===== config.mk =====
export PLATFORM = sky130hd
export DESIGN_NAME = line_adaptor
export DESIGN_NICKNAME = d
export VERILOG_FILES = /design/src/common/mem_sys_pkg.sv /design/src/hdl/line_adaptor.sv
export SDC_FILE = /design/constraint.sdc
export NUM_CORES = 1
export LEC_CHECK = 0
export BUFFER_PORTS_ARGS = -buffer_cell sky130_fd_sc_hd__buf_4
export CORE_AREA = 2 2 281 283
export DETAILED_ROUTE_END_ITERATION = 6
export DIE_AREA = 0 0 283 285
export GPL_ROUTABILITY_DRIVEN = 0
export GPL_TIMING_DRIVEN = 1
export PLACE_DENSITY = 0.44
export SETUP_SLACK_MARGIN = 0.2
export SYNTH_ARGS = -nofsm -noshare
export SYNTH_HDL_FRONTEND = slang
export SYNTH_SLANG_ARGS = --single-unit

===== constraint.sdc =====
create_clock -name clk -period 5.6 [get_ports clk]
set_input_delay 0.56 -clock clk [delete_from_list [all_inputs] [get_ports clk]]
set_output_delay 0.56 -clock clk [all_outputs]
set_load 0.03 [all_outputs]

===== src/common/mem_sys_pkg.sv =====
package mem_sys_pkg;

    // Line and burst geometry
    localparam int LINE_BITS       = 256;
    localparam int BURST_BITS      = 64;
    localparam int BURSTS_PER_LINE = LINE_BITS / BURST_BITS;

    // Field view for the default 8-set cache
    typedef struct packed {
        logic [23:0] tag;
        logic [2:0]  set;
        logic [2:0]  word;
        logic [1:0]  byte_off;
    } addr_fields_t;

    // One address word, seen raw or split into cache fields
    typedef union packed {
        logic [31:0]  raw;
        addr_fields_t f;
    } mem_addr_u;

    // Owner of the shared line port
    typedef enum logic [1:0] {
        GRANT_IDLE   = 2'd0,
        GRANT_ICACHE = 2'd1,
        GRANT_DCACHE = 2'd2
    } grant_e;

endpackage


===== src/hdl/line_adaptor.sv =====
`timescale 1ns/1ps

module line_adaptor (
    input  logic                               clk,
    input  logic                               rst_n_i,

    // Line port
    input  logic                               line_read_i,
    input  logic                               line_write_i,
    input  logic [31:0]                        line_addr_i,
    input  logic [mem_sys_pkg::LINE_BITS-1:0]  line_wdata_i,
    output logic [mem_sys_pkg::LINE_BITS-1:0]  line_rdata_o,
    output logic                               line_resp_o,

    // Burst memory port
    output logic                               mem_read_o,
    output logic                               mem_write_o,
    output logic [31:0]                        mem_addr_o,
    output logic [mem_sys_pkg::BURST_BITS-1:0] mem_wdata_o,
    input  logic [mem_sys_pkg::BURST_BITS-1:0] mem_rdata_i,
    input  logic                               mem_resp_i
);

    import mem_sys_pkg::*;

    localparam int CNT_BITS = $clog2(BURSTS_PER_LINE);

    localparam logic [1:0] AD_IDLE  = 2'd0;
    localparam logic [1:0] AD_BURST = 2'd1;
    localparam logic [1:0] AD_DONE  = 2'd2;

    logic [1:0]           state;
    logic [CNT_BITS-1:0]  cnt;
    logic [LINE_BITS-1:0] line_q;
    logic                 start;
    logic                 last_burst;

    assign start      = (state == AD_IDLE) && (line_read_i || line_write_i);
    assign last_burst = (state == AD_BURST) && mem_resp_i &&
                        (cnt == CNT_BITS'(BURSTS_PER_LINE - 1));

    always_ff @(posedge clk) begin
        if (!rst_n_i) begin
            state       <= AD_IDLE;
            cnt         <= '0;
            mem_read_o  <= 1'b0;
            mem_write_o <= 1'b0;
            line_resp_o <= 1'b0;
        end else begin
            case (state)
                AD_IDLE: begin
                    if (start) begin
                        mem_write_o <= line_write_i;
                        mem_read_o  <= line_read_i;
                        cnt         <= '0;
                        state       <= AD_BURST;
                    end
                end
                AD_BURST: begin
                    if (mem_resp_i) begin
                        cnt <= cnt + 1'b1;
                    end
                    if (last_burst) begin
                        mem_read_o  <= 1'b0;
                        mem_write_o <= 1'b0;
                        line_resp_o <= 1'b1;
                        state       <= AD_DONE;
                    end
                end
                // Upstream request drops during this resp cycle
                AD_DONE: begin
                    line_resp_o <= 1'b0;
                    state       <= AD_IDLE;
                end
                default: begin
                    state <= AD_IDLE;
                end
            endcase
        end
    end

    // Line buffer serves both directions
    always_ff @(posedge clk) begin
        if (start) begin
            mem_addr_o <= line_addr_i;
            line_q     <= line_wdata_i;
        end else if ((state == AD_BURST) && mem_resp_i && mem_read_o) begin
            line_q[cnt * BURST_BITS +: BURST_BITS] <= mem_rdata_i;
        end
    end

    assign mem_wdata_o  = line_q[cnt * BURST_BITS +: BURST_BITS];
    assign line_rdata_o = line_q;

endmodule


## Word-level counts from Yosys, hierarchy flattened

Index checks and enable logic that the tools add are counted.

| storage, ports and cells | value |
|---|---|
| bits in registers | 295 |
| latch bits | 0 |
| RAM bits | 0 |
| bits in read-only memories | 0 |
| input port bits | 357 |
| output and inout port bits | 355 |
| logic and storage cells | 47 |
| memories kept | 0 |

| operators by class | value |
|---|---|
| $add $sub $neg | 2 |
| multipliers | 0 |
| divide/modulo/power cells | 0 |
| magnitude comparators | 0 |
| equality and inequality tests | 6 |
| shift-type cells | 3 |
| muxes and demuxes | 16 |
| bitwise gates (word level) | 0 |
| reductions and logical operators | 13 |

Operator list:

| operator | count |
|---|---|
| $mux W256 | 2 |
| $bwmux W256 | 1 |
| $shift A64 B34 Y256 const A | 1 |
| $shiftx A256 B9 Y64 | 1 |
| $shiftx A64 B34 Y256 | 1 |
| $neg A8 Y34 | 1 |
| $mux W2 | 4 |
| $pmux W2 S2 | 2 |
| $ne A2 B2 Y1 const B | 3 |
| $pmux W1 S2 | 3 |
| $reduce_and A3 Y1 | 2 |
| $reduce_bool A2 Y1 | 3 |
| $eq A2 B2 Y1 const B | 2 |
| $logic_and A1 B1 Y1 | 4 |
| $mux W1 | 4 |
| $reduce_and A2 Y1 | 2 |
| $add A2 B1 Y2 const B | 1 |
| $eq A2 B1 Y1 const B | 1 |
| $logic_not A2 Y1 | 1 |
| $logic_or A1 B1 Y1 | 1 |

## Depth between registers and ports, before layout

| depth | value |
|---|---|
| depth after elaboration | 5 |
| gate-level depth with buffers | 9 |
| mapped depth without buffers | 5 |

## Least setup slack after synthesis

Ideal clock, no wire load.

| timing | value |
|---|---|
| kind | input-to-reg |
| from | in line_write_i |
| to | reg line_q[0], in the netlist line_rdata_o[0], enable pin |
| library setup time | 0.421 ns |
| arrival time | 3.049 ns |
| required time | 5.179 ns |
| setup slack | 2.130 ns |
| stages | 6 |
| buffers on the path | 3 |
| cells stage by stage | or2_1 -> buf_6 -> and2_0 -> buf_2 -> buf_2 -> a21o_1 |

| on the way | value |
|---|---|
| word-level cells in the longest chain between the ends | 3 |

Ends and longest elaborated chain:

| element | RTL line | source |
|---|---|---|
| start, declared | line_adaptor.sv:9 | `input logic line_write_i,` |
| $logic_or A1 B1 Y1 | line_adaptor.sv:38 | `assign start = (state == AD_IDLE) && (line_read_i \|\| line_write_i);` |
| $logic_and A1 B1 Y1 | line_adaptor.sv:38 |  |
| via start | line_adaptor.sv:35 | `logic start;` |
| $reduce_bool A2 Y1 (no line) | - |  |
| end signal, assigned | line_adaptor.sv:86 | `line_q <= line_wdata_i;` |
| end signal, assigned by index | line_adaptor.sv:88 | `line_q[cnt * BURST_BITS +: BURST_BITS] <= mem_rdata_i;` |
| end, declared | line_adaptor.sv:34 | `logic [LINE_BITS-1:0] line_q;` |

The timed path passes the listed nets, and every way through them passes these cells.
A chain may end at the register's enable or synchronous reset.

## Worst setup path in the final report

| timing | value |
|---|---|
| from | reg cnt[1] |
| to | out mem_wdata_o[32] (netlist bit) |

| on the way | value |
|---|---|
| word-level cells in the longest chain between the ends | 1 |

Ends and longest elaborated chain:

| element | RTL line | source |
|---|---|---|
| start, declared | line_adaptor.sv:33 | `logic [CNT_BITS-1:0] cnt;` |
| start signal, assigned | line_adaptor.sv:61 | `cnt <= cnt + 1'b1;` |
| $shiftx A256 B9 Y64 | line_adaptor.sv:92 | `assign mem_wdata_o = line_q[cnt * BURST_BITS +: BURST_BITS];` |
| end, declared | line_adaptor.sv:19 | `output logic [mem_sys_pkg::BURST_BITS-1:0] mem_wdata_o,` |

No other way between the ends.

==> flow_metrics.tcl <==
set metrics [dict create \
    max_slew.worst_pin.slew_ps 980.3 \
    cts_setup_buffers 0 \
    routedWlPerCell_um 24.18 \
    numPortBuffers 711 \
    arrival_ps 2770 \
    synth_area_um2 13290 \
    cts_tree "yes" \
    synth_nets 1095 \
    drtIter0Drc 564 \
    async_flop_share_pct 0 \
    path_clk_slew_ps 60 \
    skew_ps 24.28 \
    post-synth-top-count-cell "edfxtp_1" \
    antenna_found_initial 6 \
    ir_drop_v 0.0001542 \
    synth_top_cell_by_area "edfxtp_1" \
    finalNetCount 1791 \
    synth_flop_cell "edfxtp_1" \
    drtPass1Iterations 4 \
    synth-seq-cells 295 \
    power.total_w 0.007181 \
    max_clock_freq_ghz 0.3005 \
    cts_resized 0 \
    final_max_slew_viol_count 0 \
    path_class "reg2out" \
    fin_tns_setup_ps 0 \
    worstSetupStartpointType "register" \
    grt.overflow.total 0 \
    initial_core_util_pct 17.05 \
    crit_fanout 36 \
    grt_pass1_wl_um 84270 \
    yosys-top-cells-area "edfxtp_1 (65%), a22o_1 (17%), mux4_2 (11%)" \
    grt_max_degree 85 \
    ys.warnings.count 0 \
    rows 103 \
    power_leakage_nw 8.441 \
    clkSinkCount 295 \
    relSlewSlack_pct 34.64 \
    num_vias 10660 \
    routed_wl_um 60580 \
    avgSynthCellArea_um2 18.16 \
    io_pins 712 \
    setup_slack_ps 2272 \
    hold_class "in2reg" \
    synth_seq_area_share_pct 66.13 \
    ys_types 28 \
    maxCapViolCount 0 \
    period_share_pct 59.43 \
    clock_latency_ps 550 \
    htreeDepth 2 \
    hold_viol_final 0 \
    track_usage_pct 14.25 \
    synth_cells 732 \
    syn_to_final_growth_pct 56.99 \
    clock_path_buffers 3 \
    die_y_um 285 \
    grt_pass1_vias 11390 \
    dp_slack_ps 2096 \
    powerDensity_nw_per_um2 344.2 \
    finalSetupViolCount 0 \
    die_w_um 283 \
    required_ps 5040 \
    clock-root-buffer "clkbuf_16" \
    rsz0062_at_grt "false" \
    ant_nets 0 \
    synth_commonest_cells "edfxtp_1 (288), a22o_1 (256), mux4_2 (64)" \
    hpwlAfterDp_um 44120 \
    viasPerCell 4.253 \
    synth-edff-count 288 \
    cts_buffers 37 \
    die-area_um2 80660 \
    status "finished, final reports clean" \
    drcViolationCount 0 \
    layout-drive-gt1-share_pct 59.08 \
    endpoint_kind "output pin" \
    yosysTopAreaCellShare_pct 65.07 \
    core_area_um2 77970 \
    hold_buffers 0 \
    post-route-min-period_ps 3328 \
]
## state kept, by name (all words and copies together), names as in the netlist
signal,count
mem_write_o,1
cnt,2
state,2
line_rdata_o,256
mem_read_o,1
mem_addr_o,32
line_resp_o,1
## cells by family (layout without fill, tap and decap cells)
logic type,Yosys count,after routing,synth area share [%]
DFF,295,295,66.13
and+or+nand+nor,21,21,0.8945
muxes,64,64,10.85
other,0,1,0
adders and majority gates,6,6,0.5649
buffers and inverters,75,797,3.399
AOI/OAI and AO/OA,271,271,18.17
## worst max-delay path, cell delays in order, from the launching register on
cell,delay [ps]
dfxtp_4,780
buf_4,690
mux4_2,480
buf_4,200
## routing by layer
layer	global-route usage, %	vias to the layer above	share of wire [%]
li1	-	4595	-
met1	16.28	5417	38
met2	25.36	538	52
met3	4.560	93	7.9
met4	4.136	12	2.4
met5	0	-	0.14
## layout by cell type (no fill, tap or decap), drive strengths merged
cell	n
a21boi	1
mux4	64
dfxtp	7
nand3	2
a2111oi	3
and3b	1
diode	1
clkinv	13
clkbuf	45
o31ai	2
nand4bb	1
nand2	8
a41o	2
o21a	1
and4	1
or2	1
inv	4
a21o	4
nor2	1
ha	6
a21oi	1
o21ai	1
and2	1
a22o	256
bufinv	3
edfxtp	288
nand2b	1
buf	729
and3	4
clkinvlp	3
## report_power, final
group          switching (W)  internal (W)
sequential          0.000152       0.00274
combinational        0.00117      0.000776
clock               0.000984       0.00136
## final timing paths
path	from	end	slack [ps]	cells after the start
setup reg to reg	state[1]	line_rdata_o[149]	2380	4
hold reg to reg	line_resp_o	line_resp_o	510	2
setup / recovery	cnt[1]	mem_wdata_o[32]	2270	3
hold / removal	line_addr_i[23]	mem_addr_o[23]	180	1
## area by class of cell
type | instances | area [µm²]
sequential | 295 | 8796
tap | 1050 | 1314
antenna | 1 | 2.502
timing repair buffer | 729 | 5485
inverter | 3 | 11.26
clock buffer | 45 | 955.9
clock inverter | 20 | 205.2
multi-input combinational | 362 | 4094
fill | 8048 | 57100
## stage by stage
step	util [%]	std cells	hold slack (ps)	instance area (µm²)
4_1_cts	26.76	2504	132.0	20860
2_1_floorplan	-	732	558.2	13290
6_report	26.76	2505	177.4	20860
3_5_place_dp	25.27	2439	494.7	19700
3_3_place_gp	25.27	2439	478.9	19700
5_1_grt	26.76	2504	139.7	20860
No activity file was read; power rests on OpenSTA's default activity.
