## config.mk

```make
export PLATFORM = sky130hd
export DESIGN_NAME = line_cache
export DESIGN_NICKNAME = d
export VERILOG_FILES = /design/src/common/mem_sys_pkg.sv /design/src/cache/line_cache.sv
export SDC_FILE = /design/constraint.sdc
export NUM_CORES = 2
export LEC_CHECK = 0
export ABC_AREA = 0
export BUFFER_PORTS_ARGS = -buffer_cell sky130_fd_sc_hd__buf_2
export CAP_MARGIN = 10
export CORE_MARGIN = 2
export CORE_UTILIZATION = 42
export DETAILED_ROUTE_END_ITERATION = 10
export GPL_ROUTABILITY_DRIVEN = 1
export SLEW_MARGIN = 20
export SYNTH_ARGS = -nofsm -noshare
export SYNTH_HDL_FRONTEND = slang
export SYNTH_SLANG_ARGS = --single-unit
export TNS_END_PERCENT = 50
```

## constraint.sdc

```tcl
create_clock -name clk -period 15 [get_ports clk]
set_input_delay 3 -clock clk [delete_from_list [all_inputs] [get_ports clk]]
set_output_delay 3 -clock clk [all_outputs]
set_load 0.05 [all_outputs]
```

## src/common/mem_sys_pkg.sv

```systemverilog
package mem_sys_pkg;

    // Line and burst geometry
    localparam int LINE_BITS       = 256;
    localparam int BURST_BITS      = 64;
    localparam int BURSTS_PER_LINE = LINE_BITS / BURST_BITS;

    // Field view for the default 8-set cache
    typedef struct packed {
        logic [23:0] tag;
        logic [2:0]  set;
        logic [2:0]  word;
        logic [1:0]  byte_off;
    } addr_fields_t;

    // One address word, seen raw or split into cache fields
    typedef union packed {
        logic [31:0]  raw;
        addr_fields_t f;
    } mem_addr_u;

    // Owner of the shared line port
    typedef enum logic [1:0] {
        GRANT_IDLE   = 2'd0,
        GRANT_ICACHE = 2'd1,
        GRANT_DCACHE = 2'd2
    } grant_e;

endpackage

```

## src/cache/line_cache.sv

```systemverilog
`timescale 1ns/1ps

module line_cache #(
    parameter int NUM_SETS = 8
) (
    input  logic                           clk,
    input  logic                           rst_n_i,

    // Client side
    input  logic                           cpu_read_i,
    input  logic                           cpu_write_i,
    input  logic [31:0]                    cpu_addr_i,
    input  logic [31:0]                    cpu_wdata_i,
    input  logic [3:0]                     cpu_be_i,
    output logic [31:0]                    cpu_rdata_o,
    output logic                           cpu_resp_o,
    output logic                           cpu_hit_o,

    // Line side
    output logic                           line_read_o,
    output logic                           line_write_o,
    output logic [31:0]                    line_addr_o,
    output logic [mem_sys_pkg::LINE_BITS-1:0] line_wdata_o,
    input  logic [mem_sys_pkg::LINE_BITS-1:0] line_rdata_i,
    input  logic                           line_resp_i
);

    import mem_sys_pkg::*;

    localparam int IDX_BITS = $clog2(NUM_SETS);
    localparam int TAG_W    = 32 - IDX_BITS - 5;

    localparam logic [1:0] ST_IDLE      = 2'd0;
    localparam logic [1:0] ST_WRITEBACK = 2'd1;
    localparam logic [1:0] ST_FILL      = 2'd2;

    // Storage arrays
    logic [TAG_W-1:0]     tag_q  [NUM_SETS];
    logic [LINE_BITS-1:0] data_q [NUM_SETS];
    logic [NUM_SETS-1:0]  valid_q;
    logic [NUM_SETS-1:0]  dirty_q;

    logic [1:0]           state;
    logic                 missed;

    mem_addr_u            cpu_addr;
    logic [IDX_BITS-1:0]  idx;
    logic [TAG_W-1:0]     tag;

    logic                 req;
    logic                 hit;
    logic                 hit_access;
    logic                 fill_done;
    logic [LINE_BITS-1:0] cur_line;
    logic [31:0]          cur_word;
    logic [LINE_BITS-1:0] merged_line;

    assign cpu_addr.raw = cpu_addr_i;

    // Default geometry matches the package field view
    generate
        if (NUM_SETS == 8) begin : g_field_decode
            assign idx = cpu_addr.f.set;
            assign tag = cpu_addr.f.tag;
        end else begin : g_raw_decode
            assign idx = cpu_addr.raw[5 +: IDX_BITS];
            assign tag = cpu_addr.raw[31 -: TAG_W];
        end
    endgenerate

    // The request is still held during its resp cycle, so skip it then
    assign req = (cpu_read_i || cpu_write_i) && !cpu_resp_o;

    assign hit        = valid_q[idx] && (tag_q[idx] == tag);
    assign hit_access = (state == ST_IDLE) && req && hit;
    assign fill_done  = (state == ST_FILL) && line_resp_i;

    assign cur_line = data_q[idx];
    assign cur_word = cur_line[cpu_addr.f.word * 32 +: 32];

    // Byte merge of a store into the addressed word
    always_comb begin
        merged_line = cur_line;
        for (int b = 0; b < 4; b++) begin
            if (cpu_be_i[b]) begin
                merged_line[cpu_addr.f.word * 32 + b * 8 +: 8] = cpu_wdata_i[b * 8 +: 8];
            end
        end
    end

    // Control state and line flags
    always_ff @(posedge clk) begin
        if (!rst_n_i) begin
            state      <= ST_IDLE;
            missed     <= 1'b0;
            valid_q    <= '0;
            dirty_q    <= '0;
            cpu_resp_o <= 1'b0;
            cpu_hit_o  <= 1'b0;
        end else begin
            cpu_resp_o <= 1'b0;
            cpu_hit_o  <= 1'b0;
            case (state)
                ST_IDLE: begin
                    if (req) begin
                        if (hit) begin
                            cpu_resp_o <= 1'b1;
                            cpu_hit_o  <= !missed;
                            missed     <= 1'b0;
                            if (cpu_write_i) begin
                                dirty_q[idx] <= 1'b1;
                            end
                        end else begin
                            missed <= 1'b1;
                            // Dirty victim goes out before the refill
                            if (valid_q[idx] && dirty_q[idx]) begin
                                state <= ST_WRITEBACK;
                            end else begin
                                state <= ST_FILL;
                            end
                        end
                    end
                end
                ST_WRITEBACK: begin
                    if (line_resp_i) begin
                        state <= ST_FILL;
                    end
                end
                ST_FILL: begin
                    if (line_resp_i) begin
                        valid_q[idx] <= 1'b1;
                        dirty_q[idx] <= 1'b0;
                        state        <= ST_IDLE;
                    end
                end
                default: begin
                    state <= ST_IDLE;
                end
            endcase
        end
    end

    // Arrays and read data
    always_ff @(posedge clk) begin
        if (hit_access) begin
            cpu_rdata_o <= cur_word;
            if (cpu_write_i) begin
                data_q[idx] <= merged_line;
            end
        end
        if (fill_done) begin
            data_q[idx] <= line_rdata_i;
            tag_q[idx]  <= tag;
        end
    end

    assign line_read_o  = (state == ST_FILL);
    assign line_write_o = (state == ST_WRITEBACK);

    // Victim address uses the stored tag
    assign line_addr_o  = (state == ST_WRITEBACK) ? {tag_q[idx], idx, 5'b0}
                                                  : {tag, idx, 5'b0};
    assign line_wdata_o = cur_line;

endmodule

```

* Word level (Yosys, flattened, before mapping)
Memories as Yosys holds them, arrays and structs flattened. Index checks and enable logic that the tools add are counted.
Cells by class: add/sub/neg operators 7, order comparisons 2, equality and inequality tests 9, shift operators 9, multiplexer cells 34, bitwise gates (word level) 5, reductions and logical operators 18
Operators by type and width (number):
- $mux W256 | 5
- $bwmux W256 | 4
- $shift A8 B34 Y256 const A | 4
- $shiftx A8 B34 Y256 | 4
- $shiftx A256 B9 Y32 | 1
- $neg A9 Y34 | 3
- $neg A8 Y34 | 1
- $mux W32 | 1
- $mux W8 | 4
- $eq A24 B24 Y1 | 1
- $add A8 B5 Y9 const B | 2
- $or A8 B8 Y8 | 2
- $pmux W8 S2 | 1
- $mux W1 | 10
- $mux W2 | 5
- $add A8 B4 Y9 const B | 1
- $and A8 B8 Y8 | 1
- $ne A2 B2 Y1 const B | 4
- $not A8 Y8 | 1
- $reduce_and A4 Y1 | 2
- $logic_and A1 B1 Y1 | 7
- $bmux W1 S3 | 2
- $pmux W2 S3 | 1
- $reduce_and A5 Y1 | 1
- other kinds (13) | 16
Word-level totals: flip-flop bits (word level) 53, RAM bits 2240, input bits 329, output and inout bits 324, logic and storage cells 93, memories kept 2
Memories:
- data_q | depth 8, width 256, rd ports 1, clocked after memory_dff 0, write ports 1, line line_cache.sv:39 | logic [LINE_BITS-1:0] data_q [NUM_SETS];
- tag_q | depth 8, width 24, rd ports 1, clocked after memory_dff 0, write ports 1, line line_cache.sv:38 | logic [TAG_W-1:0] tag_q [NUM_SETS];

* Logic depth before layout (Yosys ltp)
depth after elaboration 11, mapped depth 15, mapped depth without buffers 9

* Worst setup path before layout
Ideal clock, no wire load.
path kind input to register, from in cpu_addr_i[5], to mem data_q[3][0] (enable), library setup time 710 ps, arrival time 11874 ps, slack 2416 ps, stages 11, path buffers 3, path through buf_6 buf_8 mux4_2 nand2_1 and2_1 xor2_1 o21ai_0 a2111oi_0 nand3_2 buf_6 a21oi_2
On the way: longest elaborated chain between the ends 7, elaborated cells between the ends (all ways) 9
Ends and longest elaborated chain:
- from (decl) | line line_cache.sv:12 | input logic [31:0] cpu_addr_i,
- $mem_v2 Z8 W24 or $bmux W1 S3 (tied branches)
- $eq A24 B24 Y1 or $mux W1 (tied branches) | line line_cache.sv:74 | assign hit = valid_q[idx] && (tag_q[idx] == tag);
- $logic_and A1 B1 Y1 | line line_cache.sv:74
- $logic_and A1 B1 Y1 | line line_cache.sv:75 | assign hit_access = (state == ST_IDLE) && req && hit;
- $mux W1 | line line_cache.sv:145 | if (hit_access) begin
- $mux W1 (implied by the code) | line line_cache.sv:148 | data_q[idx] <= merged_line;
- $or A1 B1 Y1 (no line)
- to (decl) | line line_cache.sv:39
Several ways; a longest one is shown, not always the timed one. The select of a mux whose other input is x is not followed.

* Worst setup path in the final report
from in cpu_addr_i[7], to out line_wdata_o[189] (netlist name)
On the way: longest elaborated chain between the ends 1
Ends and longest elaborated chain:
- $mem_v2 Z8 W256
- to (decl) | line line_cache.sv:23 | output logic [mem_sys_pkg::LINE_BITS-1:0] line_wdata_o,
No other way between the ends.

==> reports/results.ini <==
[cells_and_area]
drive_gt1_frac=0.214
nets=6898
final_cell_mix=edfxtp_1 (2272), buf_2 (641), a22oi_1 (522), nor2_1 (483), a21oi_1 (364)
n_fill_cell=18648
multi_input_area_um2=21700
areaGrowthSynthToFinish_pct=15.3
ff_latch_area_um2=68600
utilization=0.486
final_common_cell=edfxtp_1

[power]
p_sw_frac=0.288
p_seq_frac=0.488
p_switching_w=0.00455
p_leak_nw=35.6
combPwrFrac=0.155
p_per_area_nw_per_um2=148
power.internal_w=0.0113
irDropWorstVdd_mv=0.142
clkPwrFrac=0.357

[synth]
ys_seq_area_frac=0.742
synth_cell_type_count=79
synth_top_area_frac=0.738
synth_seq_cells=2293
synth_top_cell_by_area=edfxtp_1
synth_edf_count=2272
synth_ff_type=edfxtp_1
synthTopCellsByArea=edfxtp_1 (74%), a22oi_1 (4.2%), mux4_2 (2.6%)
ys.warnings.count=0
avgSynthCellArea_um2=15.5
syn-instance-count=5948
async_flop_share=0
syn_area_um2=92500

[setup_path]
reg2reg_to=data_q[6][193]
worst_setup_path_start_kind=primary input
reg2reg_depth=9
required_ns=12.00
path_max_fanout=58
worstPathArrival_ns=7.58
timing.rr.start=tag_q[1][12]
cp-end-kind=primary output
r2r_slack_ns=9.22
critPathKind=primary input to primary output

[clocking]
htreeDepth=4
ctsHoldBuffers=0
clockRootBuffer=clkbuf_16
cts_tree=done
cts_made_buffers=229
cts_setup_buffers=0
path_clk_slew_ns=0.06
clkSinkCount=2293
clockBufferDepth=3
cts_resized=0
clk_latency_ns=0.94

[sta]
grt_setup_unrepaired=no
hold_viol=0
slew_violations=0
finalCriticalPeriod_ns=10.58
fin_skew_ns=0.0841
setup_viol_count_final=0
hold_ws_ns=0.432
fin_crit_sh=0.705
tightestPinTransition_ns=1.40
setup_ws_ns=4.42
fin_tns_setup_ns=0
slew-limit-headroom=0.0654
fmax_ghz=0.0945

[hold_path]
worstHoldStart=missed
min_path_cells=1
min_to=cpu_hit_o
min_path_type=flip-flop to flip-flop

[route]
detail-route-antenna-nets=0
drt-pass1-iter-count=6
drt_iter0_markers=10666
via_count=63292
via_per_inst=6.55
routedWlPerCell_um=38.9
drc_errors=0
drt_wl_total_um=376000

[global_routing]
use_met3=0.0962
met2_usage=0.469
track_usage=0.328
grtUsageMet1=0.427
antenna_found_initial=46
top_usage_layer=met2
overflow=0
grt_pass1_vias=57811
grt_max_degree=120
grt_pass1_wl_um=501000

[floorplan]
dieArea_um2=224000
pin_count=653
die_width_um=473
rows=172
core_um2=219000
die_y_um=473
floorplan.initialDensity=0.422

[placed_design]
portBuffers=645
gp_congestion=0.938
dp_hpwl_um=241000
pre_cts_slack_ns=4.50

[run]
drv_cap=0

[status]
status=finished clean

## through the flow
step | instance area (um2) | total power (W) | instances
after floorplan | 92500 | 0.00921 | 5952
after global placement | 99200 | 0.0102 | 9200
after detailed placement | 99200 | 0.0102 | 9202
after CTS | 107000 | 0.0157 | 9628
after global routing | 107000 | 0.0161 | 9639
final | 107000 | 0.0158 | 9657
## state kept, by name (all words and copies together) (netlist names), named ones only
signal	cells
cpu_hit_o	1
cpu_rdata_o	32
cpu_resp_o	1
data_q	2048
missed	1
state	2
tag_q	192
valid_q	8
## cell type report
class,instances,share of cell area
sequential,2293,0.644
clock buffer,282,0.0558
clock inverter,144,0.0132
tap,2871,0.0337
inverter,117,0.00414
timing repair buffer,815,0.0451
multi-input combinational,3107,0.204
antenna,28,0.000657
## power groups by stage
stage	clock (W)	combinational [W]	sequential (W)
2_1_floorplan	0	0.00134	0.00787
3_3_place_gp	0	0.00233	0.00784
3_5_place_dp	0	0.00238	0.00785
4_1_cts	0.00565	0.00238	0.00771
5_1_grt	0.00589	0.00252	0.00772
6_report	0.00565	0.00245	0.00771
## worst max-delay path: stages
cell and delay [ns]:
buf_8 0.40, buf_4 0.80, buf_4 0.70, nor2_4 0.30, buf_4 0.40, a221oi_1 0.37, a21oi_1 0.07, a221oi_1 0.64
inv_1 0.28, buf_2 0.29
## routing by layer
layer / share of wire / vias to the layer above / wire, um
li1: - / 24999 / -
met1: 0.35 / 32079 / 133000
met2: 0.43 / 5186 / 160000
met3: 0.13 / 1010 / 49700
met4: 0.088 / 18 / 33000
met5: 0.00027 / - / 103
## Yosys cell counts (8+ instances only)
cell,number
a31oi_1,118
xor2_1,15
buf_4,21
nand4_1,77
a21oi_2,8
a22oi_1,522
and2_1,23
mux2i_1,145
buf_6,12
o221ai_1,10
inv_2,9
mux2_1,18
and3_1,34
mux2_2,131
nor2_1,503
mux4_2,106
o21ai_1,26
buf_1,56
inv_1,107
o21ai_0,118
nand2_1,328
dfxtp_1,21
a221o_1,24
buf_2,90
o22a_1,8
and4_1,13
edfxtp_1,2272
a21oi_1,366
a22o_1,70
o22ai_1,34
a221oi_1,202
o211ai_1,10
nand3_1,95
clkbuf_1,249
xnor2_1,10
nor2b_1,9
## worst max path at each step
stage	start	endpoint	cells after the start
final	cpu_addr_i[7]	line_wdata_o[189]	10
after global routing	cpu_addr_i[7]	line_wdata_o[189]	10
after CTS	cpu_addr_i[7]	line_wdata_o[73]	10
after detailed placement	cpu_addr_i[7]	line_wdata_o[73]	10
after global placement	cpu_addr_i[7]	line_wdata_o[100]	9
after floorplan	cpu_addr_i[5]	data_q[3][0]	11
## cells by family after synthesis
kind of cell    count (synthesis)  share of synthesized area
compound gates               1547                      0.115
flops                        2293                      0.742
fa+ha+maj                       7                   0.000920
simple gates                 1122                     0.0533
other cells                     1                  0.0000406
mux                           401                     0.0600
xor+xnor                       25                    0.00237
buf+inv                       552                     0.0259
(Power assumes the default switching activity.)
