### src/common/mem_sys_pkg.sv
package mem_sys_pkg;

    // Line and burst geometry
    localparam int LINE_BITS       = 256;
    localparam int BURST_BITS      = 64;
    localparam int BURSTS_PER_LINE = LINE_BITS / BURST_BITS;

    // Field view for the default 8-set cache
    typedef struct packed {
        logic [23:0] tag;
        logic [2:0]  set;
        logic [2:0]  word;
        logic [1:0]  byte_off;
    } addr_fields_t;

    // One address word, seen raw or split into cache fields
    typedef union packed {
        logic [31:0]  raw;
        addr_fields_t f;
    } mem_addr_u;

    // Owner of the shared line port
    typedef enum logic [1:0] {
        GRANT_IDLE   = 2'd0,
        GRANT_ICACHE = 2'd1,
        GRANT_DCACHE = 2'd2
    } grant_e;

endpackage

### src/hdl/mem_arbiter.sv
`timescale 1ns/1ps

module mem_arbiter (
    input  logic                              clk,
    input  logic                              rst_n_i,

    // Instruction cache
    input  logic                              icache_read_i,
    input  logic [31:0]                       icache_addr_i,
    output logic [mem_sys_pkg::LINE_BITS-1:0] icache_rdata_o,
    output logic                              icache_resp_o,

    // Data cache
    input  logic                              dcache_read_i,
    input  logic                              dcache_write_i,
    input  logic [31:0]                       dcache_addr_i,
    input  logic [mem_sys_pkg::LINE_BITS-1:0] dcache_wdata_i,
    output logic [mem_sys_pkg::LINE_BITS-1:0] dcache_rdata_o,
    output logic                              dcache_resp_o,

    // Adaptor side
    output logic                              arb_read_o,
    output logic                              arb_write_o,
    output logic [31:0]                       arb_addr_o,
    output logic [mem_sys_pkg::LINE_BITS-1:0] arb_wdata_o,
    input  logic [mem_sys_pkg::LINE_BITS-1:0] arb_rdata_i,
    input  logic                              arb_resp_i
);

    import mem_sys_pkg::*;

    grant_e owner;
    grant_e sel;

    // New grant only when idle, data cache first
    always_comb begin
        sel = owner;
        if (owner == GRANT_IDLE) begin
            if (dcache_read_i || dcache_write_i) begin
                sel = GRANT_DCACHE;
            end else if (icache_read_i) begin
                sel = GRANT_ICACHE;
            end
        end
    end

    always_ff @(posedge clk) begin
        if (!rst_n_i) begin
            owner <= GRANT_IDLE;
        end else if (arb_resp_i) begin
            owner <= GRANT_IDLE;
        end else begin
            owner <= sel;
        end
    end

    assign arb_read_o  = ((sel == GRANT_DCACHE) && dcache_read_i) ||
                         ((sel == GRANT_ICACHE) && icache_read_i);
    assign arb_write_o = (sel == GRANT_DCACHE) && dcache_write_i;
    assign arb_addr_o  = (sel == GRANT_DCACHE) ? dcache_addr_i : icache_addr_i;
    // Only the data cache ever writes a line
    assign arb_wdata_o = dcache_wdata_i;

    assign icache_rdata_o = arb_rdata_i;
    assign dcache_rdata_o = arb_rdata_i;
    assign icache_resp_o  = arb_resp_i && (owner == GRANT_ICACHE);
    assign dcache_resp_o  = arb_resp_i && (owner == GRANT_DCACHE);

endmodule

### config.mk
export PLATFORM = sky130hd
export DESIGN_NAME = mem_arbiter
export DESIGN_NICKNAME = d
export VERILOG_FILES = /design/src/common/mem_sys_pkg.sv /design/src/hdl/mem_arbiter.sv
export SDC_FILE = /design/constraint.sdc
export NUM_CORES = 1
export LEC_CHECK = 0
export BUFFER_PORTS_ARGS = -buffer_cell sky130_fd_sc_hd__buf_2
export CORE_AREA = 2 2 545 547
export DETAILED_ROUTE_END_ITERATION = 16
export DIE_AREA = 0 0 547 549
export PLACE_DENSITY = 0.3
export SLEW_MARGIN = 10
export SYNTH_ARGS = -nofsm -noshare
export SYNTH_HDL_FRONTEND = slang
export SYNTH_SLANG_ARGS = --single-unit
### constraint.sdc
create_clock -name clk -period 3.5 [get_ports clk]
set_clock_uncertainty 0.05 [all_clocks]
set_input_delay 0.525 -clock clk [delete_from_list [all_inputs] [get_ports clk]]
set_output_delay 0.525 -clock clk [all_outputs]
set_load 0.03 [all_outputs]
Yosys cells after proc, flatten, opt, wreduce, memory -nomap -nowiden
Cells that the tools add are included. Widths: inputs -> output; s select.

Bits in registers: 2. Input port bits: 582.

Eq/ne operators: 4. Muxes and demuxes: 4. Bitwise logic cells: 1. Reduce and logical (&&, ||, !) cells: 9.

Operator list (count): $mux 32 (1); $mux 2 (3); $logic_and 1x1->1 (5); $eq 2x1->1 const B (2); $eq 2x2->1 const B (2); $logic_not 2->1 (1); $logic_or 1x1->1 (2); $reduce_or 2->1 (1); $not 1->1 (1).

Logic depth before layout (Yosys ltp)
Gate-level depths: netlist (run 1).

Word-level depth: 6. Depth in mapped cells: 4. Gate-level depth less buffers: 2.

Worst setup path after synthesis (run 1)
No wires, ideal clock.

Kind: input-to-output. Start point: in dcache_write_i. End point: out arb_read_o. Arrival time: 1.537 ns. Setup slack: 1.388 ns. Cell stages on the path: 3. Cells stage by stage: clkbuf_2 > nor2b_1 > o2bb2ai_1.

Cells in the longest elaborated chain, start to end: 6. Elaborated cells between the ends (all ways): 8. Classes of those cells: eq/ne: 2; mux: 2; reduce/logical: 4.

Ends and longest elaborated chain: from (decl) (line mem_arbiter.sv:15) `input logic dcache_write_i,`; $logic_or 1x1->1 (*) (line mem_arbiter.sv:39) `if (dcache_read_i || dcache_write_i) begin`; $mux 2 (*) (line mem_arbiter.sv:39); $mux 2 (*) (line mem_arbiter.sv:38) `if (owner == GRANT_IDLE) begin`; $eq 2x2->1 or $eq 2x1->1 (tied branches) (line mem_arbiter.sv:57, mem_arbiter.sv:58); $logic_and 1x1->1, on equally long branches (line mem_arbiter.sv:57, mem_arbiter.sv:58); $logic_or 1x1->1 (*) (line mem_arbiter.sv:57) `assign arb_read_o = ((sel == GRANT_DCACHE) && dcache_read_i) ||`; to (decl) (line mem_arbiter.sv:22) `output logic arb_read_o,`.

Mark *: on every way between the ends. The rest lies on a longest branch, timed or not.

Final worst setup path (run 1)
Start point: in dcache_read_i. End point: out arb_addr_o[25].

Cells in the longest elaborated chain, start to end: 5.

Ends and longest elaborated chain: from (decl) (line mem_arbiter.sv:14) `input logic dcache_read_i,`; $logic_or 1x1->1 (line mem_arbiter.sv:39); $mux 2 (line mem_arbiter.sv:39); $mux 2 (line mem_arbiter.sv:38); $eq 2x2->1 (line mem_arbiter.sv:60) `assign arb_addr_o = (sel == GRANT_DCACHE) ? dcache_addr_i : icache_addr_i;`; $mux 32 (line mem_arbiter.sv:60); to (decl) (line mem_arbiter.sv:24) `output logic [31:0] arb_addr_o,`.

No other way between the ends.

==> results.toml, run 1 <==
[clocking]
cts.htree.levels = 1
tritoncts_num_sinks = 2
post_cts_buffers = 0
clock_latency_ns = 0.22
post_cts_hold_buffer_count = 0
resized_cells_post_cts = 0
clock_path_buffers = 2
worst_setup_hold_path_clk_slew_ns = 0.03
cts_root_buffer = "sky130_fd_sc_hd__clkbuf_16"
cts_tree = "built"
cts_inserted_buffers = 3

[floorplanning]
floorplan.core_area_mm2 = 0.295
placement_rows = 200
die-height_um = 549
design.die.area_mm2 = 0.300
die_x_um = 547
ios = 1386
initial_standard_cell_utilization_of_the_core_pct = 2.32

[sta]
layout_min_cycle_time_ns = 2.74
timing.final.max_slew_violations = 0
max_slew_margin_pct = 43.3
setup_viol = 0
tns_ns = 0
unrepaired_setup_endpoints_after_global_routing = "false"
crit_share_post_route_pct = 78.3
hold_viol_final = 0
max_clock_freq_mhz = 365
worst-slew-pin-transition_ns = 0.851

[power_and_ir_drop]
cellLeakagePower_nw = 0.793
p_per_area_mw_per_mm2 = 76.7
ir_drop_mv = 0.0828
total_power_mw = 0.508

[finish]
largest_register = "owner"
top_regs = "owner (2)"
layout_area_growth_over_synthesis_pct = -3.28
post_route_cells_drive_above_1_share_pct = 46.9
number_of_flip_flops_under_the_largest_register_name = 2
layout.filler_cells = 35300
total_nets_final = 841

[detailed_routing]
drt_pass1_iterations = 5
route.detailed.drc = 0
antenna_left = 0
via_to_cell_ratio = 0.879
num_vias = 3699
post_drt_wl_per_cell_um = 38.7
routed_wl_um = 163000
drt_iter0_markers = 328

[logic_synthesis]
cells_after_synth = 931
synth-compound-area-share_pct = 3.89
share_of_synthesized_area_spent_on_multiplexers_pct = 0
syn_nets = 1513
syn-mean-instance-area_um2 = 7.37
combinational_family_with_the_most_area_after_synthesis = "buffers and inverters"
synth_cell_types = 17
yosysSeqAreaShare_pct = 0.584
synth_fa_ha_area_share_pct = 0
synth_xor_xnor_area_share_pct = 0
post_synth_and_or_nand_nor_area_fraction_pct = 10.1
yosys_warnings = 0
ff_latch_count_synth = 2
syn_area_mm2 = 0.00686

[global_route]
globalRoute.totalOverflow = 0
track_usage_pct = 10.3
grt_max_degree = 69
first_pass_grt_wire_length_um = 172000
antenna_found_initial = 38
first_global_vias = 3332

[critical_path]
crit_type = "primary input to primary output"
worstPathMaxFanout = 19
cp_data_arrival_time_ns = 2.17
critPathLaunchType = "primary input"
r2r_setup_slack_ns = 2.17
worst-endpoint-required_ns = 2.92
critical_path.endpoint_type = "primary output"
ff2ff_path_depth = 2

[hold_path]
hold_depth = 3
timing.hold.worst.class = "primary input to flop"

[placed_design]
globalplace.congestion = 0.760
io_buffer_count = 105
total_half_perimeter_wirelength_after_legalization_and_detailed_placement_um = 159000

[status]
status = "complete, no violations"

[job]
max_cap_viol_count = 0
layout make-up:
cell class              count  area (µm²)  share of cell area, %
well taps                3939        4930                   74.3
multi-input cells         139         965                   14.5
repair buffers            111         583                   8.79
clock buffers               4        78.8                   1.19
flip-flops and latches      2        45.0                  0.679
diodes                     10        25.0                  0.377
inverters                   2        7.51                  0.113
power breakdown:
group / leakage [nW] / switching, mW / internal, mW
clock: 0.0382 / 0.0291 / 0.150
combinational: 0.737 / 0.199 / 0.0970
sequential: 0.0175 / 0.00995 / 0.0235
total: 0.793 / 0.238 / 0.271
synthesized netlist by cell type (all sizes together):
cell type,count,area share [%]
a21oi,2,0.15
and3,2,0.18
buf,775,85
clkbuf,13,0.75
dfxtp,2,0.58
inv,2,0.11
nand2,32,1.8
nand2b,34,3.1
nor2b,1,0.091
nor3,1,0.15
o211ai,32,3.5
o21bai,1,0.11
o2bb2ai,1,0.13
or4b,33,4.8
layout by cell type (no fill, tap or decap):
cell and count:
sky130_fd_sc_hd__inv_1 2, sky130_fd_sc_hd__nor2b_1 1, sky130_fd_sc_hd__buf_12 1, sky130_fd_sc_hd__and3_1 2, sky130_fd_sc_hd__o211ai_1 32, sky130_fd_sc_hd__buf_4 5
sky130_fd_sc_hd__a21oi_1 2, sky130_fd_sc_hd__buf_2 105, sky130_fd_sc_hd__nor3_4 1, sky130_fd_sc_hd__dfxtp_4 1, sky130_fd_sc_hd__o2bb2ai_1 1, sky130_fd_sc_hd__clkbuf_16 3
sky130_fd_sc_hd__diode_2 10, sky130_fd_sc_hd__or4b_1 29, sky130_fd_sc_hd__or4b_2 4, sky130_fd_sc_hd__o21bai_1 1, sky130_fd_sc_hd__dfxtp_2 1, sky130_fd_sc_hd__clkbuf_1 1
sky130_fd_sc_hd__nand2_1 32, sky130_fd_sc_hd__nand2b_1 34
worst max-delay path: stages:
cell and delay, ns:
sky130_fd_sc_hd__buf_2 0.27, sky130_fd_sc_hd__buf_4 0.32, sky130_fd_sc_hd__or4b_1 0.56, sky130_fd_sc_hd__o211ai_1 0.15, sky130_fd_sc_hd__buf_2 0.25
metal layers:
layer	wire length [µm]	vias up	part of all wire, %	track usage (%)
met5	434	-	0.27	1.03
met4	6410	40	3.9	3.31
met3	80100	313	49	24.1
met2	63800	1348	39	14.4
met1	12200	1179	7.5	2.05
li1	-	819	-	-
cell families after synthesis:
logic type / Yosys count
compound gates: 36
buf+inv: 790
flops: 2
simple gates: 103
through the flow:
step	setup slack (ns)	cells	area (µm²)	util [%]	hold slack, ns
5_1_grt	0.696	4202	6620	2.24	0.552
4_1_cts	0.715	4197	6610	2.24	0.532
2_1_floorplan	1.39	931	6860	-	0.595
3_3_place_gp	0.716	4193	6530	2.21	0.590
6_report	0.759	4207	6630	2.25	0.536
3_5_place_dp	0.717	4193	6530	2.21	0.602
path summary, 6_finish.rpt:
check / from / to
hold reg to reg: owner[1] / owner[1]
setup / recovery: dcache_read_i / arb_addr_o[25]
hold / removal: rst_n_i / owner[0]
setup reg to reg: owner[0] / owner[1]
Note: power is estimated with default switching activity, not from simulation.
==> run 2: changes to the inputs <==
--- a/config.mk
+++ b/config.mk
@@ -6,9 +6,9 @@
 export NUM_CORES = 1
 export LEC_CHECK = 0
 export BUFFER_PORTS_ARGS = -buffer_cell sky130_fd_sc_hd__buf_2
-export CORE_AREA = 2 2 545 547
+export CORE_AREA = 2 2 534 536
 export DETAILED_ROUTE_END_ITERATION = 16
-export DIE_AREA = 0 0 547 549
+export DIE_AREA = 0 0 536 538
 export PLACE_DENSITY = 0.3
 export SLEW_MARGIN = 10
 export SYNTH_ARGS = -nofsm -noshare
==> constraint.sdc (replaced) <==
create_clock -name clk -period 2.5 [get_ports clk]
set_clock_uncertainty 0.05 [all_clocks]
set_input_delay 0.375 -clock clk [delete_from_list [all_inputs] [get_ports clk]]
set_output_delay 0.375 -clock clk [all_outputs]
set_load 0.03 [all_outputs]
==> results.toml, run 2 (same netlist as run 1, synthesis figures left out) <==
[power_and_ir_drop]
total_power_mw = 0.722
p_per_area_mw_per_mm2 = 110
ir_drop_mv = 0.134
cellLeakagePower_nw = 0.866

[finish]
largest_register = "owner"
most-common-layout-cells = "100 x sky130_fd_sc_hd__buf_2, 34 x sky130_fd_sc_hd__nand2b_1, 32 x sky130_fd_sc_hd__nand2_1, 32 x sky130_fd_sc_hd__o211ai_1, 29 x sky130_fd_sc_hd__or4b_1"
stdcell_count = 4034
final_cell_area_mm2 = 0.00657
post_route_cells_drive_above_1_share_pct = 48.3
utilization_pct = 2.32
total_nets_final = 847
layout_area_growth_over_synthesis_pct = -4.16
top_regs = "owner (2)"
number_of_flip_flops_under_the_largest_register_name = 2
final_common_cell = "sky130_fd_sc_hd__buf_2"

[clocking]
post_cts_hold_buffer_count = 0
cts_tree = "built"
worst_setup_hold_path_clk_slew_ns = 0.03
tritoncts_num_sinks = 2
clock_path_buffers = 2
resized_cells_post_cts = 0
clock_latency_ns = 0.22
cts_inserted_buffers = 3
cts.htree.levels = 1
cts_root_buffer = "sky130_fd_sc_hd__clkbuf_16"
post_cts_buffers = 0

[sta]
worst-slew-pin-transition_ns = 0.430
max_clock_freq_mhz = 442
tns_ns = 0
layout_min_cycle_time_ns = 2.26
unrepaired_setup_endpoints_after_global_routing = "false"
hold_viol_final = 0
max_slew_margin_pct = 71.5
crit_share_post_route_pct = 90.4
timing.final.max_slew_violations = 0
setup_viol = 0

[critical_path]
cp_data_arrival_time_ns = 1.84
worst-endpoint-required_ns = 2.08
crit_type = "flop to primary output"
cp-startpoint = "owner[1]"
r2r_setup_slack_ns = 1.11
worstPathMaxFanout = 18
critical_path.reg2reg.startpoint = "owner[1]"
critPathLaunchType = "flop"
critical_path.endpoint_type = "primary output"

[placed_design]
placed_area_mm2 = 0.00647
io_buffer_count = 105
total_half_perimeter_wirelength_after_legalization_and_detailed_placement_um = 153000
dpl_cells = 4022
globalplace.congestion = 0.731

[floorplanning]
ios = 1386
placement_rows = 196
initial_standard_cell_utilization_of_the_core_pct = 2.42
die-height_um = 538
floorplan.core_area_mm2 = 0.283
design.die.area_mm2 = 0.288
die_x_um = 536

[hold_path]
timing.hold.worst.start = "rst_n_i"
timing.hold.worst.class = "primary input to flop"

[global_route]
track_usage_pct = 10.4
antenna_found_initial = 37
grt_max_degree = 27
first_global_vias = 3287
globalRoute.totalOverflow = 0
first_pass_grt_wire_length_um = 165000

[detailed_routing]
route.detailed.drc = 0
drt_pass1_iterations = 4
via_to_cell_ratio = 0.913
drt_iter0_markers = 330
antenna_left = 0
post_drt_wl_per_cell_um = 39.1
num_vias = 3682
routed_wl_um = 158000

[job]
max_cap_viol_count = 0

[status]
status = "complete, no violations"
==> run 2: report_power, final <==
group	switching, mW	total, mW	internal [mW]
Sequential	0.00528	0.0391	0.0338
Combinational	0.270	0.442	0.172
Clock	0.0370	0.241	0.204
Total	0.312	0.722	0.409
==> run 2: layout make-up <==
| cell class | count | area [µm²] |
|---|---|---|
| antenna | 9 | 22.5 |
| clock buffer | 3 | 75.1 |
| fill | 33900 | 277000 |
| inverter | 2 | 7.51 |
| multi-input combinational | 139 | 965 |
| sequential | 2 | 42.5 |
| tap | 3762 | 4710 |
| timing repair buffer | 117 | 753 |
==> run 2: critical path, cell delays in order (launching register included) <==
cell and delay [ns]:
sky130_fd_sc_hd__dfxtp_2 0.38, sky130_fd_sc_hd__buf_12 0.18, sky130_fd_sc_hd__buf_4 0.18, sky130_fd_sc_hd__or4b_1 0.47, sky130_fd_sc_hd__o211ai_1 0.13, sky130_fd_sc_hd__buf_2 0.24
==> run 2: metal layers <==
metal | vias to the layer above | part of all wire, % | global-route usage, %
met5 | - | 0.42 | 1.73
met4 | 40 | 4.4 | 4.11
met3 | 316 | 47 | 23.3
met2 | 1342 | 39 | 14.4
met1 | 1153 | 9.0 | 2.36
li1 | 831 | - | -
==> run 2: per-stage QoR <==
step	hold slack (ns)	worst slack (ns)
after floorplan	0.479	0.688
after global placement	0.561	0.333
after detailed placement	0.558	0.320
after CTS	0.404	0.210
after global routing	0.422	0.182
final	0.400	0.239
==> run 2: path summary, 6_finish.rpt <==
kind | to | cells after the start
setup / recovery | arb_addr_o[28] | 5
setup reg to reg | owner[0] | 3
hold reg to reg | owner[1] | 2
hold / removal | owner[1] | 3
